==> config.mk <==
export PLATFORM = sky130hd
export DESIGN_NAME = sound_mixer
export DESIGN_NICKNAME = d
export VERILOG_FILES = /design/src/sound_defs.svh /design/src/sound_pkg.sv /design/src/sound_mixer.sv
export SDC_FILE = /design/constraint.sdc
export NUM_CORES = 1
export LEC_CHECK = 0
export ABC_AREA = 1
export BUFFER_PORTS_ARGS = -buffer_cell sky130_fd_sc_hd__buf_2
export CORE_MARGIN = 2
export CORE_UTILIZATION = 49
export CTS_BUF_LIST = sky130_fd_sc_hd__clkbuf_4 sky130_fd_sc_hd__clkbuf_8
export DETAILED_ROUTE_END_ITERATION = 8
export HOLD_SLACK_MARGIN = 0.03
export PLACE_DENSITY = 0.75
export SLEW_MARGIN = 20
export SYNTH_ARGS = -nofsm -noshare
export SYNTH_HDL_FRONTEND = slang
export SYNTH_SLANG_ARGS = --single-unit
==> constraint.sdc <==
create_clock -name clk -period 1 [get_ports clk]
set_input_delay 0.2 -clock clk [delete_from_list [all_inputs] [get_ports clk]]
set_output_delay 0.2 -clock clk [all_outputs]
set_load 0.01 [all_outputs]
==> src/sound_defs.svh <==
/*
  Address map, bus widths, mixer gains and clock-enable ratios.
  The gains are 4.4 fixed point. The enable ratios assume N < M.
  The RAM and I/O bases compare against address bits 15:12 only.
*/
`ifndef SOUND_DEFS_SVH
`define SOUND_DEFS_SVH

// CPU bus
`define SND_AW       16
`define SND_DW       8
`define SND_ROM_AW   16
`define SND_RAM_AW   11

// region decode on the upper nibble
`define SND_RAM_BASE 4'hD
`define SND_IO_BASE  4'hF

// mixer gains, 4.4 fixed point
`define SND_FM_GAIN  8'h08   // 0.5
`define SND_PCM_GAIN 8'h10   // 1.0

// cpu bus enable, N pulses every M clocks
`define SND_CEN_N    3
`define SND_CEN_M    40

// adpcm enable
`define SND_OKI_N    1
`define SND_OKI_M    48

`endif

==> src/sound_pkg.sv <==
/*
  Shared types for the sound board glue.
  sample_t is the mixed output width. pcm_t matches the ADPCM
  decoder output and gets sign-extended in the mixer.
*/
package sound_pkg;

    // full-scale audio sample
    typedef logic signed [15:0] sample_t;

    // adpcm decoder output
    typedef logic signed [13:0] pcm_t;

    // source forwarded by the read mux
    typedef enum logic [2:0] {
        dev_none   = 3'd0,
        dev_fm     = 3'd1,
        dev_oki    = 3'd2,
        dev_latch0 = 3'd3,
        dev_latch1 = 3'd4,
        dev_ram    = 3'd5,
        dev_rom    = 3'd6
    } dev_sel_t;

endpackage

==> src/sound_mixer.sv <==
/*
  One output channel of the stereo mixer. ch0 is a full-width FM
  sample, ch1 the narrower ADPCM sample. Gains are unsigned 4.4, so
  8'h10 is unity and 8'h00 mutes the channel. The sum is saturated
  to the sample range and registered once.
*/
module sound_mixer (
    input  logic                clk,
    input  logic                rst,
    input  sound_pkg::sample_t  ch0,
    input  sound_pkg::pcm_t     ch1,
    input  logic [7:0]          gain0,
    input  logic [7:0]          gain1,
    output sound_pkg::sample_t  mixed
);

    localparam int ext_w = $bits(sound_pkg::sample_t) - $bits(sound_pkg::pcm_t);
    localparam logic signed [21:0] sat_max = 22'sd32767;
    localparam logic signed [21:0] sat_min = -22'sd32768;

    logic signed [15:0] ch1_ext;
    logic signed [8:0]  g0, g1;
    logic signed [24:0] prod0, prod1;
    logic signed [25:0] sum;
    logic signed [21:0] sum_sh;

    assign ch1_ext = {{ext_w{ch1[$bits(sound_pkg::pcm_t)-1]}}, ch1};

    // zero-extend the gains so they stay positive in signed math
    assign g0 = {1'b0, gain0};
    assign g1 = {1'b0, gain1};

    assign prod0  = ch0 * g0;
    assign prod1  = ch1_ext * g1;
    assign sum    = prod0 + prod1;
    assign sum_sh = sum[25:4];   // drop the 4.4 fraction

    always_ff @(posedge clk or posedge rst) begin
        if (rst) begin
            mixed <= '0;
        end else if (sum_sh > sat_max) begin
            mixed <= 16'sh7fff;
        end else if (sum_sh < sat_min) begin
            mixed <= 16'sh8000;
        end else begin
            mixed <= sum_sh[15:0];
        end
    end

    // non-negative inputs never mix to a negative sample
    a_no_neg: assert property (@(posedge clk) disable iff (rst)
        (!ch0[15] && !ch1[13]) |=> !mixed[15]);

endmodule

==> flow_summary.ini <==
[outcome]
status = complete, but fails checks
violations = setup timing

[sta]
maximum_clock_rate_ghz = 0.192
slew-limit-headroom_pct = 76.2
fin_worst_hold_slack_ns = 0.503
timing.final.ws_setup_ns = -4.20
final_max_slew_viol_count = 0
tns_ns = -67.04
worst-slew-pin-transition_ns = 0.357
layout_min_cycle_time_ns = 5.20
unrepaired_setup_endpoints_after_global_routing = true
setup_viol_count_final = 16
period_share_pct = 520
timing_hold_violations_final = 0

[routing]
detail_route.iter0.violations = 413
drc = 0
wl_per_cell_um = 14.0
postRouteWirelength_mm = 25.5
ant_nets = 0
drt_pass1_iterations = 5
routed-via-count = 8801
via_per_inst = 4.85

[floorplan]
die-area_um2 = 22700
floorplan.io_pins = 64
start_util_pct = 50.0
die_y_um = 151
design.core.area_um2 = 21100
rows = 53
chipWidth_um = 151

[clock_tree]
cts-buffers-inserted = 3
clock_tree_from_tritoncts = yes
clkSinkCount = 16
cts.path.max_buffers = 2
htree_num_levels = 1
clk_transition_reported_paths_ns = 0.06
clockRootBuffer = sky130_fd_sc_hd__clkbuf_8

[placed_design]
placement.setup.worst_slack_ns = -4.74
total_of_buffers_placed_on_input_and_output_ports = 63
hpwl_after_dpl_mm = 21.6
routabilityCongestion = 0.916

[layout]
finalNetCount = 1913
final_layout_size_suffix_gt1_share_pct = 27.2
finish.utilization_pct = 62.9
reg_top3 = mixed (16)
mostFrequentLayoutCell = sky130_fd_sc_hd__inv_1
largest_reg_flops = 16
insertedDiodeCount = 0
mostFrequentLayoutCells = 434 x sky130_fd_sc_hd__inv_1, 319 x sky130_fd_sc_hd__nand2_1, 226 x sky130_fd_sc_hd__fa_1, 149 x sky130_fd_sc_hd__buf_4, 67 x sky130_fd_sc_hd__nand2_2
regMostFlops = mixed
num-fill-cells = 1735
flow.area_growth_from_synthesis_pct = 25.9

[critical_path]
crit_buf_inv = 6
worst-endpoint-arrival_ns = 5.35
path_class = in -> reg
cp_top_family = adder cells
crit_required_ns = 1.14
cp-end-kind = flop
worstSetupStartpointType = input pin
critical-path-top-cell-by-count = sky130_fd_sc_hd__nand2_1
worst-path-max-fanout = 8
cpPeakStageDelay_ns = 0.55
timing.critical_path.slowest_stage_cell = sky130_fd_sc_hd__fa_1

[synthesis]
synth_fp_nets = 1744
synth.largest_area_cell = sky130_fd_sc_hd__fa_1
synthDominantCellAreaShare_pct = 45.2
seq_area_frac_synth_pct = 3.80
syn_inst = 1373
ys_warn_count = 0
syn_area_per_cell_um2 = 7.67
synth.cell_area_um2 = 10500
post_synth_main_area_contributors = sky130_fd_sc_hd__fa_1 45%, sky130_fd_sc_hd__inv_1 16%, sky130_fd_sc_hd__nand2_1 13%
synth.lib_cells_used.distinct = 33
synth_seq_cells = 16

[global_route]
first_pass_grt_wire_length_mm = 43.2
antenna_violations_before_repair = 0
globalRouteMet2Util_pct = 45.0
gr_ovfl_total = 0
global_routing_met3_resource_utilization_pct = 1.82
groute.usage.overall_pct = 24.0
most_used_routing_layer_in_global_routing = met2
grt_start_max_net_pins = 17
grtUsageMet1_pct = 28.6
first_global_vias = 9634

[flow_run]
drv.max_cap_violation_count = 0

[hold_path]
min-delay-path-class = in -> async
==> final cells by class <==
class / count / area, um2 / area share, %
multi-input cells: 850 / 9030 / 68.1
repair buffers: 218 / 1720 / 13.0
inverters: 453 / 1710 / 12.9
flip-flops and latches: 16 / 400 / 3.02
well taps: 275 / 344 / 2.59
clock buffers: 4 / 55.1 / 0.415
==> Yosys cell counts (all sizes together) <==
| master | number |
|---|---|
| a21oi | 19 |
| a31oi | 3 |
| and2 | 1 |
| buf | 5 |
| clkbuf | 51 |
| dfrtp | 16 |
| fa | 238 |
| ha | 85 |
| inv | 453 |
| nand2 | 411 |
| nand3 | 18 |
| nand3b | 2 |
| nand4 | 6 |
| nor2 | 34 |
| nor3 | 4 |
| nor4 | 1 |
| o21ai | 4 |
| o21bai | 1 |
| or2 | 1 |
| xnor2 | 9 |
| xor2 | 11 |
==> metrics by stage <==
stage / instance area [um2] / instances
after floorplan: 10900 / 1373
after global placement: 12300 / 1792
after detailed placement: 12300 / 1792
after CTS: 13000 / 1811
after global routing: 13300 / 1816
final: 13300 / 1816
==> metal layers <==
metal	routed length, um	share of wire, %	vias to the layer above
met4	1070	4.2	0
met5	0	0	-
met2	13500	53	258
li1	-	-	4114
met3	1110	4.4	81
met1	9730	38	4348
==> kinds of logic (layout without fill, tap and decap cells) <==
| logic type | after synthesis | count (layout) | share of synthesized area, % |
|---|---|---|---|
| DFF | 16 | 16 | 3.80 |
| and+or+nand+nor | 478 | 480 | 19.2 |
| adders and majority gates | 323 | 323 | 55.3 |
| AOI/OAI and AO/OA | 27 | 27 | 1.45 |
| xor gates and xnor gates | 20 | 20 | 1.66 |
| buffers and inverters | 509 | 675 | 18.6 |
==> final timing paths <==
check | start | end | slack (ns) | cells past startpoint
setup / recovery | gain0[3] | mixed[0] | -4.20 | 28
hold / removal | rst | mixed[11] | 0.50 | 4
max in group asynchronous | rst | mixed[8] | 0.32 | 4
min in group clk | mixed[7] | mixed[7] | 0.88 | 1
==> what timing repair did <==
item,CTS,global route
cloned,3,0
resized for setup,139,51
endpoints found under the hold margin,16,0
endpoints found under the setup margin,16,16
pin swaps,83,81
hold buffers,1,0
setup buffers,11,5
Power is not shown: default switching activity piles up to over one toggle a cycle in this logic, so the estimate is an artifact.
