## config.mk

```make
export PLATFORM = sky130hd
export DESIGN_NAME = sound_bus_decode
export DESIGN_NICKNAME = d
export VERILOG_FILES = /design/src/sound_pkg.sv /design/src/sound_bus_decode.sv
export VERILOG_INCLUDE_DIRS = /design/src
export SDC_FILE = /design/constraint.sdc
export NUM_CORES = 1
export LEC_CHECK = 0
export ABC_CLOCK_PERIOD_IN_PS = 1800
export BUFFER_PORTS_ARGS = -buffer_cell sky130_fd_sc_hd__buf_2
export CAP_MARGIN = 20
export CORE_ASPECT_RATIO = 1.25
export CORE_MARGIN = 8
export CORE_UTILIZATION = 30
export DETAILED_ROUTE_END_ITERATION = 8
export GPL_TIMING_DRIVEN = 0
export SETUP_SLACK_MARGIN = 0.4
export SYNTH_ARGS = -nofsm -noshare
export SYNTH_HDL_FRONTEND = slang
export SYNTH_SLANG_ARGS = --single-unit
```

## constraint.sdc

```tcl
create_clock -name clk -period 1.8 [get_ports clk]
set_clock_uncertainty 0.1 [all_clocks]
set_input_delay 0.36 -clock clk [delete_from_list [all_inputs] [get_ports clk]]
set_output_delay 0.36 -clock clk [all_outputs]
set_load 0.02 [all_outputs]
```

## src/sound_defs.svh

```systemverilog
/*
  Address map, bus widths, mixer gains and clock-enable ratios.
  The gains are 4.4 fixed point. The enable ratios assume N < M.
  The RAM and I/O bases compare against address bits 15:12 only.
*/
`ifndef SOUND_DEFS_SVH
`define SOUND_DEFS_SVH

// CPU bus
`define SND_AW       16
`define SND_DW       8
`define SND_ROM_AW   16
`define SND_RAM_AW   11

// region decode on the upper nibble
`define SND_RAM_BASE 4'hD
`define SND_IO_BASE  4'hF

// mixer gains, 4.4 fixed point
`define SND_FM_GAIN  8'h08   // 0.5
`define SND_PCM_GAIN 8'h10   // 1.0

// cpu bus enable, N pulses every M clocks
`define SND_CEN_N    3
`define SND_CEN_M    40

// adpcm enable
`define SND_OKI_N    1
`define SND_OKI_M    48

`endif

```

## src/sound_pkg.sv

```systemverilog
/*
  Shared types for the sound board glue.
  sample_t is the mixed output width. pcm_t matches the ADPCM
  decoder output and gets sign-extended in the mixer.
*/
package sound_pkg;

    // full-scale audio sample
    typedef logic signed [15:0] sample_t;

    // adpcm decoder output
    typedef logic signed [13:0] pcm_t;

    // source forwarded by the read mux
    typedef enum logic [2:0] {
        dev_none   = 3'd0,
        dev_fm     = 3'd1,
        dev_oki    = 3'd2,
        dev_latch0 = 3'd3,
        dev_latch1 = 3'd4,
        dev_ram    = 3'd5,
        dev_rom    = 3'd6
    } dev_sel_t;

endpackage

```

## src/sound_bus_decode.sv

```systemverilog
/*
  Address decode for the sound CPU. Selects are registered one clock
  after the bus. The master must hold addr, data and strobes for at
  least four clocks. Bank and rate-select only load on a cen_bus clock
  inside a held write, so short writes may be missed.
*/
`include "sound_defs.svh"

module sound_bus_decode (
    input  logic                    clk,
    input  logic                    rst,
    input  logic [`SND_AW-1:0]      addr,
    input  logic [`SND_DW-1:0]      cpu_dout,
    input  logic                    mreq_n,
    input  logic                    rd_n,
    input  logic                    wr_n,
    input  logic                    cen_bus,
    output logic [`SND_ROM_AW-1:0]  rom_addr,
    output logic                    rom_cs,
    output logic                    fm_cs,
    output logic                    oki_cs,
    output logic                    ram_we,
    output sound_pkg::dev_sel_t     dev_sel,
    output logic                    oki_ss,
    output logic                    fm_wr_n,
    output logic                    oki_wr_n
);

    logic rom_hit, ram_hit, io_hit;
    logic bank_cs, rate_cs, wr_q, bank;
    sound_pkg::dev_sel_t sel_d;

    assign rom_hit = !addr[15] || addr[15:14] == 2'b10;   // fixed + banked window
    assign ram_hit = addr[15:12] == `SND_RAM_BASE;
    assign io_hit  = addr[15:12] == `SND_IO_BASE;

    always_comb begin
        sel_d = sound_pkg::dev_none;
        if (!mreq_n) begin
            if (rom_hit && !rd_n) begin
                sel_d = sound_pkg::dev_rom;
            end else if (ram_hit && !rd_n) begin
                sel_d = sound_pkg::dev_ram;   // writes only raise ram_we
            end else if (io_hit) begin
                case (addr[3:1])
                    3'd0:    sel_d = sound_pkg::dev_fm;
                    3'd1:    sel_d = sound_pkg::dev_oki;
                    3'd4:    sel_d = sound_pkg::dev_latch0;
                    3'd5:    sel_d = sound_pkg::dev_latch1;
                    default: sel_d = sound_pkg::dev_none;   // bank/rate read back as ff
                endcase
            end
        end
    end

    always_ff @(posedge clk or posedge rst) begin
        if (rst) begin
            rom_cs   <= 1'b0;
            fm_cs    <= 1'b0;
            oki_cs   <= 1'b0;
            bank_cs  <= 1'b0;
            rate_cs  <= 1'b0;
            ram_we   <= 1'b0;
            wr_q     <= 1'b0;
            dev_sel  <= sound_pkg::dev_none;
            rom_addr <= '0;
        end else begin
            rom_cs   <= sel_d == sound_pkg::dev_rom;
            fm_cs    <= sel_d == sound_pkg::dev_fm;
            oki_cs   <= sel_d == sound_pkg::dev_oki;
            bank_cs  <= !mreq_n && io_hit && addr[3:1] == 3'd2;
            rate_cs  <= !mreq_n && io_hit && addr[3:1] == 3'd3;
            ram_we   <= !mreq_n && ram_hit && !wr_n;
            wr_q     <= !mreq_n && !wr_n;
            dev_sel  <= sel_d;
            rom_addr <= addr[15] ? {1'b1, bank, addr[13:0]} : {1'b0, addr[14:0]};
        end
    end

    // strobes built from aligned registers, no glitch between accesses
    assign fm_wr_n  = !(fm_cs && wr_q);
    assign oki_wr_n = !(oki_cs && wr_q);

    always_ff @(posedge clk or posedge rst) begin
        if (rst) begin
            bank   <= 1'b0;
            oki_ss <= 1'b0;
        end else if (wr_q && cen_bus) begin
            if (bank_cs) bank <= cpu_dout[0];
            if (rate_cs) oki_ss <= cpu_dout[0];   // adpcm sample rate
        end
    end

    // a bus cycle is a read or a write, never both
    a_one_strobe: assert property (@(posedge clk) disable iff (rst)
        !mreq_n |-> rd_n || wr_n);

endmodule

```

==> run metrics, run 1 <==
total number of yosys warnings 0; most common cell after layout, fill and taps aside buf_2; Reg-to-Reg Start wr_q$_DFF_PP0_; Area growth, synth to finish 41.04%; Setup TNS Final 0 ns; crit-path max FO 4; Leakage 0.6734 nW; via/cell ratio 4.527; Setup-failing EPs final 0; flop2flop setup slack ~0.74 ns; Synth Register Bits 28; cell area after placement approximately 1200 um2; dpl hpwl ~1.8 mm; mapped cell area just over 900 um2; CTS tree built; fin crit period 1.418 ns; syn avg cell area 15.24 um2; gr ovfl total 0; part of the Yosys area used for sequential elements 0.7661; Worst Tran Pin Value 0.5802 ns; row cnt 22; commonest non-fill, non-tap cells in the layout buf_2 (46), dfrtp_1 (28), nand3_1 (4), nor2_1 (4); Final Power between 1 and 1.5 mW; die area about 5000 um2; Worst Path Required between 1 and 1.5 ns; Setup crit end kind primary output; CP Class register to primary output; flip-flop and latch area approximately 700 um2; PD cells 923.9 nW/um2; Slew headroom 0.6128; DIE WIDTH around 65 um; startpoint types register; DRT antenna net count 0; Vias about 680; I/O pin cnt 56; clk slew on worst S/H paths between 0.1 and 0.15 ns; clk_lat worst skew a little over 0.3 ns; HP Class input port to register; max-slew violation count 0; drt first pass iters 4; Synthesized Nets 90; period utilization 0.7880; GRT Overall Usage 0.08799; maximum VDD drop a little under 0.6 mV; vias in the first global route about 750; Worst Hold Launch addr[7]; DIE HEIGHT a little under 80 um; global-route wire length before repair about 3.6 mm; outcome completed; layout cells sized above 1 0.5175; Fillers 287; Distinct cells, synth 21; Fin. Hold Viols 0; initial antenna violation count 0; critical path launch point wr_q$_DFF_PP0_; CTS H-Tree Depth 1; CTS max path bufs 2; largest net degree at the start of global routing 29; DR iter-0 viols 12; Starting Density 0.3135; footprint of the multi-input gates 206.4 um2; Gate Count Post-Synth 60; Routed WL per cell between 10 and 15 um; Post-Route WL between 2 and 2.5 mm; Worst EP arrival around 0.96 ns; DRC errors left 0; Clock Sink Count 28; Port Buffers between 40 and 50; Clock Tree Root clkbuf_4; routability-driven placement congestion ratio approximately 0.76; Diodes inserted 0; Nets approximately 150; RSZ-0062 raised after global routing true; CTS Buf Count 3; cell area after layout between 1000 and 1500 um2; area of the core between 2000 and 3000 um2; maxcap violations 0; Max Freq 0.7051 GHz; worst hold slack around 0.038 ns
cells in the mapped netlist:
library cell / count / area [um2]
a21oi_1: 1 / 5.000
o21bai_1: 1 / 7.510
and4_1: 1 / 8.760
nand3_1: 4 / 20.02
nor2_1: 4 / 15.01
or2_1: 1 / 6.260
mux2_2: 3 / 33.78
nand2_1: 2 / 7.510
nand4_1: 2 / 12.51
xor2_1: 1 / 8.760
dfrtp_1: 28 / 700.7
and3_1: 1 / 6.260
nor4_1: 1 / 6.260
a211oi_2: 1 / 12.51
or3b_1: 1 / 8.760
nand2b_1: 1 / 6.260
and4b_1: 1 / 10.01
inv_1: 2 / 7.510
a31o_2: 2 / 17.52
a211oi_1: 1 / 7.510
nor2b_1: 1 / 6.260
routing by layer:
metal,vias up,global-route usage,share of wire
met2,32,0.1441,0.50
met5,-,0,0
li1,320,-,-
met3,2,0.03017,0.10
met4,0,0.04595,0.015
met1,325,0.09750,0.39
power by group:
group / switching [mW] / internal (mW) / total, mW
clock: 0.172 / 0.225 / 0.397
combinational: 0.0838 / 0.0506 / 0.134
sequential: 0.00681 / 0.654 / 0.661
registers in the layout, summed over array words and instances, names as in the netlist:
signal,cells
oki_ss,1
wr_q,1
rom_addr,16
dev_sel,3
oki_cs,1
bank,1
bank_cs,1
fm_cs,1
rate_cs,1
ram_we,1
rom_cs,1
layout make-up:
cell class / instances / share of cell area
clock buffers: 3 / 0.01746
clock inverters: 1 / 0.02328
inverters: 2 / 0.005820
multi-input cells: 30 / 0.1600
flip-flops and latches: 28 / 0.5432
well taps: 36 / 0.03492
repair buffers: 50 / 0.2153
critical path, stage by stage (launching register included):
cell,delay [ns]
dfrtp_1,0.44
nand2_1,0.09
buf_6,0.11
through the flow:
stage,util,setup slack [ns],cells
floorplan,-,0.4353,60
global placement,0.4112,0.2062,144
detailed placement,0.4112,0.2017,144
CTS,0.4335,0.3629,148
global route,0.4421,0.3058,150
finish,0.4421,0.3817,150
repair_timing:
item                                    CTS  global route
resized for setup                         4             0
cloned                                    0             0
hold endpoints to repair                  0            13
hold buffers                              0             1
endpoints found under the setup margin    2             2
buffers inserted                          0             0
final timing paths:
check / endpoint / cells after the start
max reg2reg: bank$_DFFE_PP0P_ / 2
min: rom_addr[7]$_DFF_PP0_ / 1
min in group asynchronous: rom_addr[14]$_DFF_PP0_ / 3
min reg2reg: oki_ss$_DFFE_PP0P_ / 1
max in group asynchronous: rom_addr[15]$_DFF_PP0_ / 4
max: fm_wr_n / 2
logic make-up (layout without fill, tap and decap cells):
kind of cell	after synthesis	in the layout	synth area share
AO/OA/AOI/OAI	6	6	0.05472
XOR/XNOR	1	1	0.009578
buffers and inverters	2	56	0.008211
flip-flops	28	28	0.7661
multiplexers	3	3	0.03693
AND/OR/NAND/NOR	20	20	0.1245
Note: power is estimated with default switching activity, not from simulation.
==> run 2, diff against run 1 <==
--- a/config.mk
+++ b/config.mk
@@ -6,7 +6,7 @@
 export SDC_FILE = /design/constraint.sdc
 export NUM_CORES = 1
 export LEC_CHECK = 0
-export ABC_CLOCK_PERIOD_IN_PS = 1800
+export ABC_CLOCK_PERIOD_IN_PS = 1300
 export BUFFER_PORTS_ARGS = -buffer_cell sky130_fd_sc_hd__buf_2
 export CAP_MARGIN = 20
 export CORE_ASPECT_RATIO = 1.25
==> constraint.sdc (replaced) <==
create_clock -name clk -period 1.3 [get_ports clk]
set_clock_uncertainty 0.1 [all_clocks]
set_input_delay 0.26 -clock clk [delete_from_list [all_inputs] [get_ports clk]]
set_output_delay 0.26 -clock clk [all_outputs]
set_load 0.02 [all_outputs]
==> run metrics, run 2 (synthesis gave the netlist of run 1 again) <==
outcome finished with violations; failing checks negative hold slack, negative setup slack; wire length on met2 ~1.3 mm; max-slew violation count 0; Finished Core Util 0.5596; Largest Register rom_addr; largest net degree at the start of global routing 29; Nets 161; Max Freq 0.7517 GHz; CTS tree built; DP Cell Count 144; GRT Overall Usage 0.1025; period utilization 1.023; maxcap violations 0; Clock Sink Count 28; Worst EP arrival 0.97 ns; largest registers rom_addr (16), dev_sel (3); die area around 5000 um2; RSZ-0062 raised after global routing true; dpl hpwl 1.824 mm; Port Buffers between 40 and 50; routability-driven placement congestion ratio between 0.7 and 0.8; Area growth, synth to finish 78.52%; Fin. Hold Viols 29; cell area after placement 1215 um2; I/O pin cnt between 50 and 60; via/cell ratio 4.446; top sig layer met4; crit-path max FO 3; DR iter-0 viols 11; startpoint types register; Setup crit end kind primary output; Worst Path Required around 0.94 ns; maximum VDD drop 0.4211 mV; area of the core 2918 um2; DRC errors left 0; Diodes inserted 0; most common cell after layout, fill and taps aside buf_6; Worst Tran Pin Value 0.5852 ns; drt first pass iters 4; Routed WL per cell about 15 um; Final Power approximately 1.6 mW; HP Class input port to asynchronous set/reset pin; CTS H-Tree Depth 1; Vias between 700 and 800; fin cells roughly 170; met3 wire length ~260 um; layout cells sized above 1 0.5385; row cnt 22; global-route wire length before repair slightly above 4 mm; Largest register FFs 16; fin crit period around 1.3 ns; Setup TNS Final -0.05625 ns; Clock Tree Root clkbuf_4; Leakage 0.8035 nW; worst hold slack -0.1152 ns; CTS Buf Count 3; gr ovfl total 0; cell area after layout 1633 um2; DIE HEIGHT around 78 um; clk_lat worst skew 0.31 ns; PD cells 980.1 nW/um2; Post-Route WL around 2.5 mm; commonest non-fill, non-tap cells in the layout buf_6 (27), dfrtp_1 (26), buf_2 (20); initial antenna violation count 0; CP Class register to primary output; wl on met1 around 970 um; Starting Density 0.3135; vias in the first global route 833; CTS max path bufs 2; DRT antenna net count 0; clk slew on worst S/H paths 0.14 ns; final worst slack -0.03035 ns; DIE WIDTH 65.39 um; Place WS -0.2357 ns; Slew headroom 0.6090; Setup-failing EPs final 2
==> run 2: final timing paths <==
kind / startpoint / to / slack, ns / cells after the start
max in group asynchronous: rst / wr_q$_DFF_PP0_ / 0.86 / 2
max: wr_q$_DFF_PP0_ / oki_wr_n / -0.03 / 2
min reg2reg: bank$_DFFE_PP0P_ / rom_addr[14]$_DFF_PP0_ / 0.46 / 1
max reg2reg: wr_q$_DFF_PP0_ / bank$_DFFE_PP0P_ / 0.09 / 3
min in group clk: wr_n / wr_q$_DFF_PP0_ / 0 / 2
min: rst / rom_addr[7]$_DFF_PP0_ / -0.12 / 2
==> run 2: per-layer routing <==
metal | up-vias | global-route usage
met3 | 4 | 0.04023
met4 | 0 | 0.04595
met2 | 37 | 0.1698
met5 | - | 0
met1 | 349 | 0.1118
li1 | 348 | -
==> run 2: layout make-up <==
class | count | area (um2)
fill | 250 | 1285
sequential | 28 | 703.2
clock buffer | 4 | 36.28
inverter | 2 | 11.26
tap | 36 | 45.04
timing repair buffer | 66 | 591.8
multi-input combinational | 30 | 245.2
==> run 2: power by group <==
part | switching [mW] | leakage, nW | internal (mW)
Sequential | 0.0193 | 0.348 | 0.906
Clock | 0.230 | 0.0210 | 0.171
Combinational | 0.128 | 0.435 | 0.145
Total | 0.378 | 0.804 | 1.22
==> run 2: timing repair <==
item,in CTS,in global routing
gates resized for setup,60,5
pin swaps,4,3
endpoints found under the hold margin,44,30
hold buffers,14,1
buffers inserted,3,1
setup endpoints to repair,31,33
==> run 2: critical path: stages (launching register included) <==
cell     delay, ns
dfrtp_2       0.47
nand2_2       0.08
buf_6         0.11
