File: src/sound_defs.svh
/*
  Address map, bus widths, mixer gains and clock-enable ratios.
  The gains are 4.4 fixed point. The enable ratios assume N < M.
  The RAM and I/O bases compare against address bits 15:12 only.
*/
`ifndef SOUND_DEFS_SVH
`define SOUND_DEFS_SVH

// CPU bus
`define SND_AW       16
`define SND_DW       8
`define SND_ROM_AW   16
`define SND_RAM_AW   11

// region decode on the upper nibble
`define SND_RAM_BASE 4'hD
`define SND_IO_BASE  4'hF

// mixer gains, 4.4 fixed point
`define SND_FM_GAIN  8'h08   // 0.5
`define SND_PCM_GAIN 8'h10   // 1.0

// cpu bus enable, N pulses every M clocks
`define SND_CEN_N    3
`define SND_CEN_M    40

// adpcm enable
`define SND_OKI_N    1
`define SND_OKI_M    48

`endif

File: src/sound_cen_gen.sv
/*
  Fractional clock enables. Each output is a one-clock pulse, N pulses
  every M clocks, with jitter of one clock. Ratios must stay below one.
*/
`include "sound_defs.svh"

module sound_cen_gen (
    input  logic clk,
    input  logic rst,
    output logic cen_bus,
    output logic cen_oki
);

    localparam int unsigned max_m = (`SND_CEN_M > `SND_OKI_M) ? `SND_CEN_M : `SND_OKI_M;
    localparam int unsigned acc_w = $clog2(max_m) + 1;   // room for acc + n

    wire [1:0] pulse;

    // index 0 drives the bus enable, index 1 the adpcm enable
    for (genvar i = 0; i < 2; i++) begin : g_acc
        localparam int unsigned n = (i == 0) ? `SND_CEN_N : `SND_OKI_N;
        localparam int unsigned m = (i == 0) ? `SND_CEN_M : `SND_OKI_M;

        logic [acc_w-1:0] acc, nxt;
        logic cen_q;

        assign nxt = acc + acc_w'(n);

        always_ff @(posedge clk or posedge rst) begin
            if (rst) begin
                acc   <= '0;
                cen_q <= 1'b0;
            end else if (nxt >= acc_w'(m)) begin
                acc   <= nxt - acc_w'(m);   // keep the remainder
                cen_q <= 1'b1;
            end else begin
                acc   <= nxt;
                cen_q <= 1'b0;
            end
        end

        assign pulse[i] = cen_q;
    end

    assign cen_bus = pulse[0];
    assign cen_oki = pulse[1];

endmodule

File: config.mk
export PLATFORM = sky130hd
export DESIGN_NAME = sound_cen_gen
export DESIGN_NICKNAME = d
export VERILOG_FILES = /design/src/sound_cen_gen.sv
export VERILOG_INCLUDE_DIRS = /design/src
export SDC_FILE = /design/constraint.sdc
export NUM_CORES = 1
export LEC_CHECK = 0
export ABC_AREA = 1
export BUFFER_PORTS_ARGS = -buffer_cell sky130_fd_sc_hd__buf_2
export CAP_MARGIN = 10
export CORE_MARGIN = 8
export CORE_UTILIZATION = 30
export CTS_CLUSTER_DIAMETER = 50
export DETAILED_ROUTE_END_ITERATION = 6
export HOLD_SLACK_MARGIN = 0.15
export PLACE_DENSITY_LB_ADDON = 0.05
export SYNTH_ARGS = -nofsm -noshare
export SYNTH_HDL_FRONTEND = slang
export SYNTH_SLANG_ARGS = --single-unit
File: constraint.sdc
create_clock -name clk -period 3.78 [get_ports clk]
set_input_delay 0.378 -clock clk [delete_from_list [all_inputs] [get_ports clk]]
set_output_delay 0.378 -clock clk [all_outputs]
set_load 0.02 [all_outputs]
==> results by group, run 1 <==
Outcome
  • Status: finished clean

Setup path
  • Critical path buffers and inverters: 1
  • Worst Path Required: 4010 ps
  • Critical path's slowest cell: dfrtp_1
  • Worst R2R Start: g_acc[1].acc[0]
  • CP Cell Sequence: ha_1 > nand2_1 > inv_1 > nand4_1 > xor2_1 > ha_1 > nand2_1 > or2_2 > nand3_2 > and2_1
  • Crit path launch: g_acc[1].acc[0]
  • Worst-path fanout max: 4
  • Top delay family on crit path: simple AND/OR/NAND/NOR gates
  • Worst setup SP type: flip-flop
  • Worst path max stage delay: 400 ps
  • Critical Path AT: 2300 ps
  • Critical path class: reg2reg
  • CP Capture Type: flip-flop

Global routing
  • Number of global-route vias before repair: 721
  • First-pass GRT wire length: 3.09 mm
  • Initial antenna violation count: 0
  • Grt total ovfl: 0
  • Tot GR Track Use: 7.72%
  • Pin count of the biggest net entering global routing: 17

Clock network
  • Clk Latency, worst-skew pair: 280 ps
  • Post-CTS setup buffer count: 0
  • CTS buffer count: 3
  • CTS tree: built
  • Post-cts resize count: 0
  • Root Buffer: clkbuf_4
  • Worst-path clk slew: 100 ps
  • H-Tree Depth: 1
  • # clock sinks: 16
  • CTS max path bufs: 2
  • Hold Buf Count CTS: 0

Routing
  • Wire per inst: 11.0 µm
  • M1 wire length: 727 µm
  • DR WL met3: 31 µm
  • DR vias/cell: 4.57
  • DR iter-0 viols: 8
  • Residual DRC: 0
  • Routed wl met2: 844 µm
  • Vias: 686
  • Highest routed layer: met4
  • Post-DRT Antenna Nets: 0
  • Detailed Route WL: 1.64 mm
  • Number of iterations in the first detailed-routing pass: 5

Timing
  • Setup_tns: 0 ps
  • Minimum clock period: 2070 ps
  • Max Slew Vio Count: 0
  • Hold_ws: 157 ps
  • Setup Skew: 6.43 ps
  • Final setup margin: 1710 ps
  • Max_slew headroom: 57.6%
  • Period utilisation layout: 54.8%
  • Final setup viols: 0
  • Final hold vios: 0
  • Slew @ Worst Pin: 636 ps
  • Fmax: 0.483 GHz
  • RSZ-0062 raised after global routing: false

Logic synthesis
  • Yosys cell types: 23
  • Syn avg cell area: 8.53 µm²
  • Yosys warnings: 0
  • Seq cells post-synth: 16
  • Post-Syn Area: 938 µm²
  • Sequential share of the synthesized area: 42.7%
  • Post-synth net total: 117
  • Syn Inst Count: 110

Floorplanning
  • Die height: 71.9 µm
  • IO Pins: 4
  • Die Area: 5170 µm²
  • Chip width: 71.9 µm
  • CORE AREA: 3000 µm²
  • Starting Density: 31.3%
  • Rows: 20

Job
  • Max-cap viol count: 0

Hold path
  • Hold WC Path Type: in2async

Pwr
  • Power Dens Cells: 280 nW/µm²
  • Leak pwr: 0.538 nW
  • Maximum vdd drop: 0.000178 V

Placed design
  • Placed cell area: 995 µm²
  • Gpl congestion: 0.807
  • Setup WS pre-CTS: 1720 ps
  • IO Port Bufs: 3
  • DP HPWL: 1.34 mm

Final layout
  • Core Util, Final: 34.3%
  • Nets@finish: 125
  • Fill count: 327
  • Area of the multi-input gates: 468 µm²
  • Area grow syn2layout: 9.87%
  • Share of layout cells above drive strength 1: 17.1%
  • ANT cells: 0
  • Final Cell Area: 1030 µm²
  • Register area: 400 µm²
[flip-flops by register name, summed over array words and instances (netlist names)]
register	flops
cen_oki	1
g_acc.acc	14
cen_bus	1
[cell usage in the layout (no fill, tap or decap)]
| master | n |
|---|---|
| xor2_2 | 1 |
| o21ai_0 | 2 |
| nand2_4 | 2 |
| and2_1 | 1 |
| xnor2_1 | 1 |
| nand3_2 | 2 |
| nor2_1 | 6 |
| and2_4 | 1 |
| nand4_1 | 4 |
| nand2_1 | 29 |
| inv_4 | 1 |
| nand3b_1 | 2 |
| nor2_2 | 1 |
| inv_1 | 17 |
| o21bai_1 | 3 |
| nand2_2 | 2 |
| xor2_1 | 3 |
| a21oi_4 | 1 |
| ha_1 | 5 |
| buf_2 | 3 |
| clkbuf_4 | 3 |
| nor2_4 | 1 |
| clkbuf_8 | 1 |
| dfrtp_1 | 16 |
| nand3_1 | 8 |
| or2_2 | 1 |
[path summary, 6_finish.rpt]
path | cells past startpoint | to | slack (ps)
min in group clk | 1 | g_acc[1].acc[0] | 460
max in group asynchronous | 2 | g_acc[1].acc[3] | 3210
hold / removal | 2 | g_acc[0].acc[3] | 160
setup reg to reg | 10 | g_acc[1].acc[6] | 1710
hold reg to reg | 1 | g_acc[1].acc[0] | 460
setup / recovery | 10 | g_acc[1].acc[6] | 1710
[where the power goes]
part / internal [mW] / switching [mW]
sequential: 0.171 / 0
combinational: 0.000417 / 0.00345
clock: 0.0586 / 0.0556
total: 0.230 / 0.0591
[routing by layer]
metal | up-vias | GRT usage, %
met5 | - | 0
met1 | 321 | 7.91
met4 | 0 | 4.99
met3 | 4 | 2.07
met2 | 3 | 13.6
li1 | 358 | -
[worst register-to-register path, cell delays in order, from the launching register on]
cell and delay, ps:
dfrtp_1 400, ha_1 210, nand2_1 60, inv_1 60, nand4_1 110, xor2_1 340, ha_1 230, nand2_1 50
or2_2 320, nand3_2 110, and2_1 130
[final cells by class]
class	instances	area share, %
clock buffer	4	3.52
inverter	18	6.80
multi-input combinational	76	45.4
sequential	16	38.8
tap	33	4.00
timing repair buffer	3	1.46
[kinds of logic (layout without fill, tap and decap cells)]
| group | after synthesis | count (layout) | synth area share, % |
|---|---|---|---|
| DFF | 16 | 16 | 42.7 |
| AOI/OAI and AO/OA | 6 | 6 | 5.20 |
| adders and majority gates | 5 | 5 | 6.67 |
| buffers and inverters | 18 | 25 | 7.47 |
| xor gates and xnor gates | 5 | 5 | 5.47 |
| and+or+nand+nor | 60 | 60 | 32.5 |
[Yosys cell counts (all sizes together)]
| master | number | area share, % |
|---|---|---|
| inv | 18 | 7.5 |
| o21bai | 3 | 2.4 |
| nand3 | 10 | 6.4 |
| xor2 | 4 | 4.5 |
| nand3b | 2 | 1.6 |
| a21oi | 1 | 1.7 |
| nand2 | 33 | 15 |
| nand4 | 4 | 2.7 |
| dfrtp | 16 | 43 |
| nor2 | 8 | 4.3 |
| or2 | 1 | 0.67 |
| xnor2 | 1 | 0.93 |
| o21ai | 2 | 1.1 |
| ha | 5 | 6.7 |
| and2 | 2 | 1.6 |
[stage by stage]
| step | power (mW) | instances |
|---|---|---|
| detailed placement | 0.179 | 146 |
| floorplan | 0.177 | 110 |
| finish | 0.289 | 150 |
| global route | 0.302 | 150 |
| CTS | 0.295 | 150 |
| global placement | 0.179 | 146 |
Power figures use the tool's default switching activity.
==> run 2: changes to the inputs <==
- clock period: 3.78 -> 2 ns (I/O delays scaled with it)
==> run 2 against run 1 <==
Core utilization grew 1.5 points. Total power up 91%. Cell count rose by 2.7%. Sequential power grew 89%. Critical endpoint is now g_acc[1].acc[5]. Highest routed layer unchanged.
==> results by group, run 2 (synthesized netlist as in run 1, its figures left out) <==
Outcome
  • Status: finished clean

Final layout
  • Share of layout cells above drive strength 1: 21.5%
  • Area grow syn2layout: 14.7%
  • Area of the multi-input gates: 480 µm²
  • ANT cells: 0
  • Nets@finish: 129
  • Commonest non-fill, non-tap cells in the layout: nand2_1, dfrtp_1, inv_1
  • Register area: 400 µm²
  • Most common cell after layout, fill and taps aside: nand2_1
  • Top reg by flops: g_acc.acc
  • Largest register FFs: 14
  • Fill count: 327
  • Non-Filler Instances: 154

Pwr
  • Sequential share of power: 58.4%
  • Clock share of power: 39.9%
  • Power Dens Cells: 514 nW/µm²
  • Combinational share of power: 1.6%
  • Psw: 117 µW
  • Cell Int Power: 436 µW
  • Sw Share: 21.2%
  • Leak pwr: 0.553 nW
  • Maximum vdd drop: 0.000232 V

Setup path
  • Critical path class: reg2reg
  • CP Capture Type: flip-flop
  • Critical Path AT: 2030 ps
  • Worst Path Required: 2170 ps
  • Worst-path fanout max: 4
  • Register-to-Register Path Depth: 14
  • Reg2reg end: g_acc[1].acc[5]
  • R2R setup slack: 150 ps
  • Worst setup SP type: flip-flop
  • Worst R2R Start: g_acc[1].acc[0]

Routing
  • DR iter-0 viols: 14
  • DR vias/cell: 4.48
  • Wire per inst: 10.7 µm
  • Detailed Route WL: 1.65 mm
  • Residual DRC: 0
  • Number of iterations in the first detailed-routing pass: 4
  • Post-DRT Antenna Nets: 0
  • Vias: 690

Global routing
  • Met1 usage: 8.27%
  • First-pass GRT wire length: 3.03 mm
  • Number of global-route vias before repair: 682
  • Busiest grt layer: met2
  • Grt total ovfl: 0
  • Grt met3 use: 2.07%
  • Routing usage on met2: 12.9%
  • Tot GR Track Use: 7.44%
  • Initial antenna violation count: 0
  • Pin count of the biggest net entering global routing: 17

Timing
  • Final hold vios: 0
  • Setup_tns: 0 ps
  • Minimum clock period: 1850 ps
  • Slew @ Worst Pin: 646 ps
  • Max Slew Vio Count: 0
  • Max_slew headroom: 56.9%
  • Fmax: 0.539 GHz
  • Period utilisation layout: 92.7%
  • Final setup viols: 0
  • Hold_ws: 494 ps
  • RSZ-0062 raised after global routing: false
  • Setup Skew: 20.2 ps

Hold path
  • Worst Hold Path EP: g_acc[0].acc[0]
  • Worst Hold Launch: g_acc[0].acc[0]
  • Hold WC Path Type: reg2reg
  • Hold path cells: 1

Floorplanning
  • Chip width: 71.9 µm
  • Rows: 20
  • Starting Density: 31.3%
  • IO Pins: 4
  • Die Area: 5170 µm²
  • CORE AREA: 3000 µm²
  • Die height: 71.9 µm

Clock network
  • Worst-path clk slew: 90 ps
  • CTS tree: built
  • Clk Latency, worst-skew pair: 290 ps
  • # clock sinks: 16
  • CTS buffer count: 3
  • H-Tree Depth: 1
  • Root Buffer: clkbuf_4
  • CTS max path bufs: 2

Placed design
  • Placed cell count: 148
  • Gpl congestion: 0.761
  • DP HPWL: 1.28 mm
  • IO Port Bufs: 3

Job
  • Max-cap viol count: 0
[run 2: worst max-delay path: stages (launching register included)]
cell	delay [ps]
dfrtp_1	400
ha_1	220
nand2_1	70
inv_2	50
nand2_1	90
xor2_2	170
inv_2	60
nand2_2	80
inv_1	50
ha_1	160
nand2_1	60
or2_4	130
nand3_4	80
nand2_1	60
nand2_1	50
[run 2: routing by layer]
metal,part of all wire [%],wire length (µm)
met3,2.2,36
met1,46,756
met5,0,0
met4,1.1,18
met2,51,839
[run 2: how the worst max path moves through the flow]
stage                          startpoint         endpoint  slack, ps  cells past startpoint
after floorplan           g_acc[1].acc[0]  g_acc[1].acc[6]        150                     10
after global placement    g_acc[1].acc[0]  g_acc[1].acc[6]         80                     13
after detailed placement  g_acc[1].acc[0]  g_acc[1].acc[5]         40                     14
after CTS                 g_acc[1].acc[0]  g_acc[1].acc[5]         10                     14
after global routing      g_acc[1].acc[0]  g_acc[1].acc[5]         10                     14
final                     g_acc[1].acc[0]  g_acc[1].acc[5]        150                     14
[run 2: per-stage QoR]
step	total power, mW	instance area, µm²	util, %	worst slack [ps]
2_1_floorplan	0.335	938	-	147
3_3_place_gp	0.338	1010	33.6	80.8
3_5_place_dp	0.338	1010	33.6	39.5
4_1_cts	0.566	1060	35.2	14.1
5_1_grt	0.578	1080	35.8	11.5
6_report	0.553	1080	35.8	145
[run 2: power groups by stage]
stage / Sequential, mW / Clock, mW / Combinational [mW]
after floorplan: 0.330 / 0 / 0.00488
after global placement: 0.330 / 0 / 0.00824
after detailed placement: 0.330 / 0 / 0.00817
after CTS: 0.323 / 0.233 / 0.00961
after global routing: 0.323 / 0.244 / 0.0108
final: 0.323 / 0.221 / 0.00892
[run 2: area by class of cell]
cell class / count / share of cell area (%)
Inverter: 18 / 6.51
Timing Repair Buffer: 7 / 4.42
Sequential cell: 16 / 37.2
Clock buffer: 4 / 3.37
Tap cell: 33 / 3.84
Multi-Input combinational cell: 76 / 44.7
[run 2: repair_timing]
action,in CTS,in global routing
gates resized for setup,0,5
setup endpoints to repair,0,3
hold endpoints to repair,16,0
setup buffers,0,1
hold buffers,1,0
==> run 3: changes to the inputs <==
- SETUP_SLACK_MARGIN: unset -> 0.4
==> run 3 against run 2 <==
Total power shrank 8.4%. Non-clock buffer count grew 15. Sequential power is essentially flat.
==> results by group, run 3 (synthesized netlist as in run 1, its figures left out) <==
Setup path
  • Worst-path fanout max: 4
  • Critical path class: reg2reg
  • Worst Path Required: 2240 ps
  • CP Capture Type: flip-flop
  • Worst setup SP type: flip-flop
  • Critical Path AT: 2010 ps

Routing
  • DR WL met3: 75 µm
  • DR vias/cell: 4.57
  • Routed wl met2: 917 µm
  • Number of iterations in the first detailed-routing pass: 4
  • Post-DRT Antenna Nets: 0
  • DR iter-0 viols: 21
  • Wire per inst: 11.4 µm
  • Detailed Route WL: 1.92 mm
  • M1 wire length: 911 µm
  • Vias: 768
  • Highest routed layer: met4
  • Residual DRC: 0

Final layout
  • Largest register FFs: 14
  • Core Util, Final: 41.3%
  • ANT cells: 0
  • Area grow syn2layout: 32.1%
  • Commonest non-fill, non-tap cells in the layout: nand2_1, buf_4, dfrtp_1
  • Share of layout cells above drive strength 1: 41.5%
  • Fill count: 319
  • Nets@finish: 144
  • Most common cell after layout, fill and taps aside: nand2_1
  • Top reg by flops: g_acc.acc

Placed design
  • IO Port Bufs: 3
  • Gpl congestion: 0.807
  • DP HPWL: 1.29 mm

Floorplanning
  • IO Pins: 4
  • Starting Density: 31.3%
  • Die Area: 5170 µm²
  • Chip width: 71.9 µm
  • Die height: 71.9 µm
  • Rows: 20
  • CORE AREA: 3000 µm²

Pwr
  • Clock share of power: 34.4%
  • Sequential share of power: 63.8%
  • Overall power: 507 µW
  • Sw Share: 22.0%
  • Leak pwr: 0.611 nW
  • Combinational share of power: 1.8%
  • Power Dens Cells: 409 nW/µm²
  • Maximum vdd drop: 0.000276 V
  • Psw: 111 µW
  • Cell Int Power: 395 µW

Clock network
  • H-Tree Depth: 1
  • Worst-path clk slew: 100 ps
  • Root Buffer: clkbuf_4
  • Clk Latency, worst-skew pair: 290 ps
  • # clock sinks: 16
  • CTS buffer count: 3
  • CTS tree: built
  • CTS max path bufs: 2

Timing
  • RSZ-0062 raised after global routing: true
  • Slew @ Worst Pin: 652 ps
  • Setup Skew: 7.32 ps
  • Setup_tns: 0 ps
  • Max Slew Vio Count: 0
  • Final hold vios: 0
  • Fmax: 0.563 GHz
  • Final setup viols: 0
  • Minimum clock period: 1780 ps
  • Max_slew headroom: 56.5%
  • Period utilisation layout: 88.9%

Global routing
  • Grt total ovfl: 0
  • Tot GR Track Use: 8.39%
  • First-pass GRT wire length: 3.39 mm
  • Pin count of the biggest net entering global routing: 17
  • Initial antenna violation count: 0
  • Number of global-route vias before repair: 737

Hold path
  • Hold WC Path Type: reg2reg

Job
  • Max-cap viol count: 0

Outcome
  • Status: finished clean
run 3: cell count changes in the layout (fill, tap and decap cells not counted), moves of 3 or more:
| cell | before | now |
|---|---|---|
| nand2_1 | 28 | 22 |
| ha_4 | 0 | 3 |
| inv_2 | 2 | 6 |
| ha_1 | 5 | 1 |
| nand2_2 | 3 | 9 |
| buf_4 | 3 | 18 |
| inv_1 | 15 | 10 |
run 3: timing repair:
| item | CTS | global route |
|---|---|---|
| setup endpoints to repair | 8 | 7 |
| hold buffers | 1 | 0 |
| pin swaps | 8 | 9 |
| resized for setup | 14 | 5 |
| endpoints found under the hold margin | 16 | 0 |
| setup buffers | 13 | 3 |
run 3: final timing paths:
check | from | to | cells past startpoint | slack, ps
hold / removal | g_acc[0].acc[0] | g_acc[0].acc[0] | 1 | 490
min in group asynchronous | rst | g_acc[1].acc[5] | 3 | 540
hold reg to reg | g_acc[0].acc[0] | g_acc[0].acc[0] | 1 | 490
setup reg to reg | g_acc[1].acc[0] | g_acc[1].acc[6] | 13 | 220
max in group asynchronous | rst | g_acc[0].acc[6] | 3 | 1040
setup / recovery | g_acc[1].acc[0] | g_acc[1].acc[6] | 13 | 220
run 3: final cells by class:
type / instances / area (µm²) / share of cell area (%)
clock buffers: 3 / 22.5 / 1.82
well taps: 33 / 41.3 / 3.33
repair buffers: 22 / 160 / 12.9
inverters: 18 / 72.6 / 5.85
multi-input cells: 76 / 543 / 43.8
flip-flops and latches: 16 / 400 / 32.3
run 3: worst max-delay path, cell delays in order (launching register included):
cell and delay [ps]:
dfrtp_1 380, ha_2 200, nand2_2 50, inv_2 80
nand2_2 60, xor2_2 150, inv_2 70, nand2_2 50
buf_4 130, buf_4 120, buf_4 120, buf_4 130
nand3_4 80, and2_1 120
run 3: stage by stage:
stage | hold WS (ps) | instance area, µm² | std cells | worst slack, ps
2_1_floorplan | 114 | 956 | 110 | 227
3_3_place_gp | 325 | 1030 | 148 | 219
5_1_grt | 512 | 1240 | 168 | 130
3_5_place_dp | 325 | 1030 | 148 | 195
6_report | 493 | 1240 | 168 | 223
4_1_cts | 485 | 1200 | 165 | 221
run 3: power groups by stage:
stage | logic [mW] | registers, mW | clock network, mW
5_1_grt | 0.0110 | 0.323 | 0.201
3_5_place_dp | 0.00814 | 0.330 | 0
6_report | 0.00899 | 0.323 | 0.174
3_3_place_gp | 0.00816 | 0.330 | 0
4_1_cts | 0.00956 | 0.323 | 0.183
2_1_floorplan | 0.00488 | 0.330 | 0
run 3: per-layer routing:
metal,track usage [%],up-vias
li1,-,394
met1,9.99,366
met2,13.1,6
met3,3.86,2
met4,2.72,0
met5,0,-
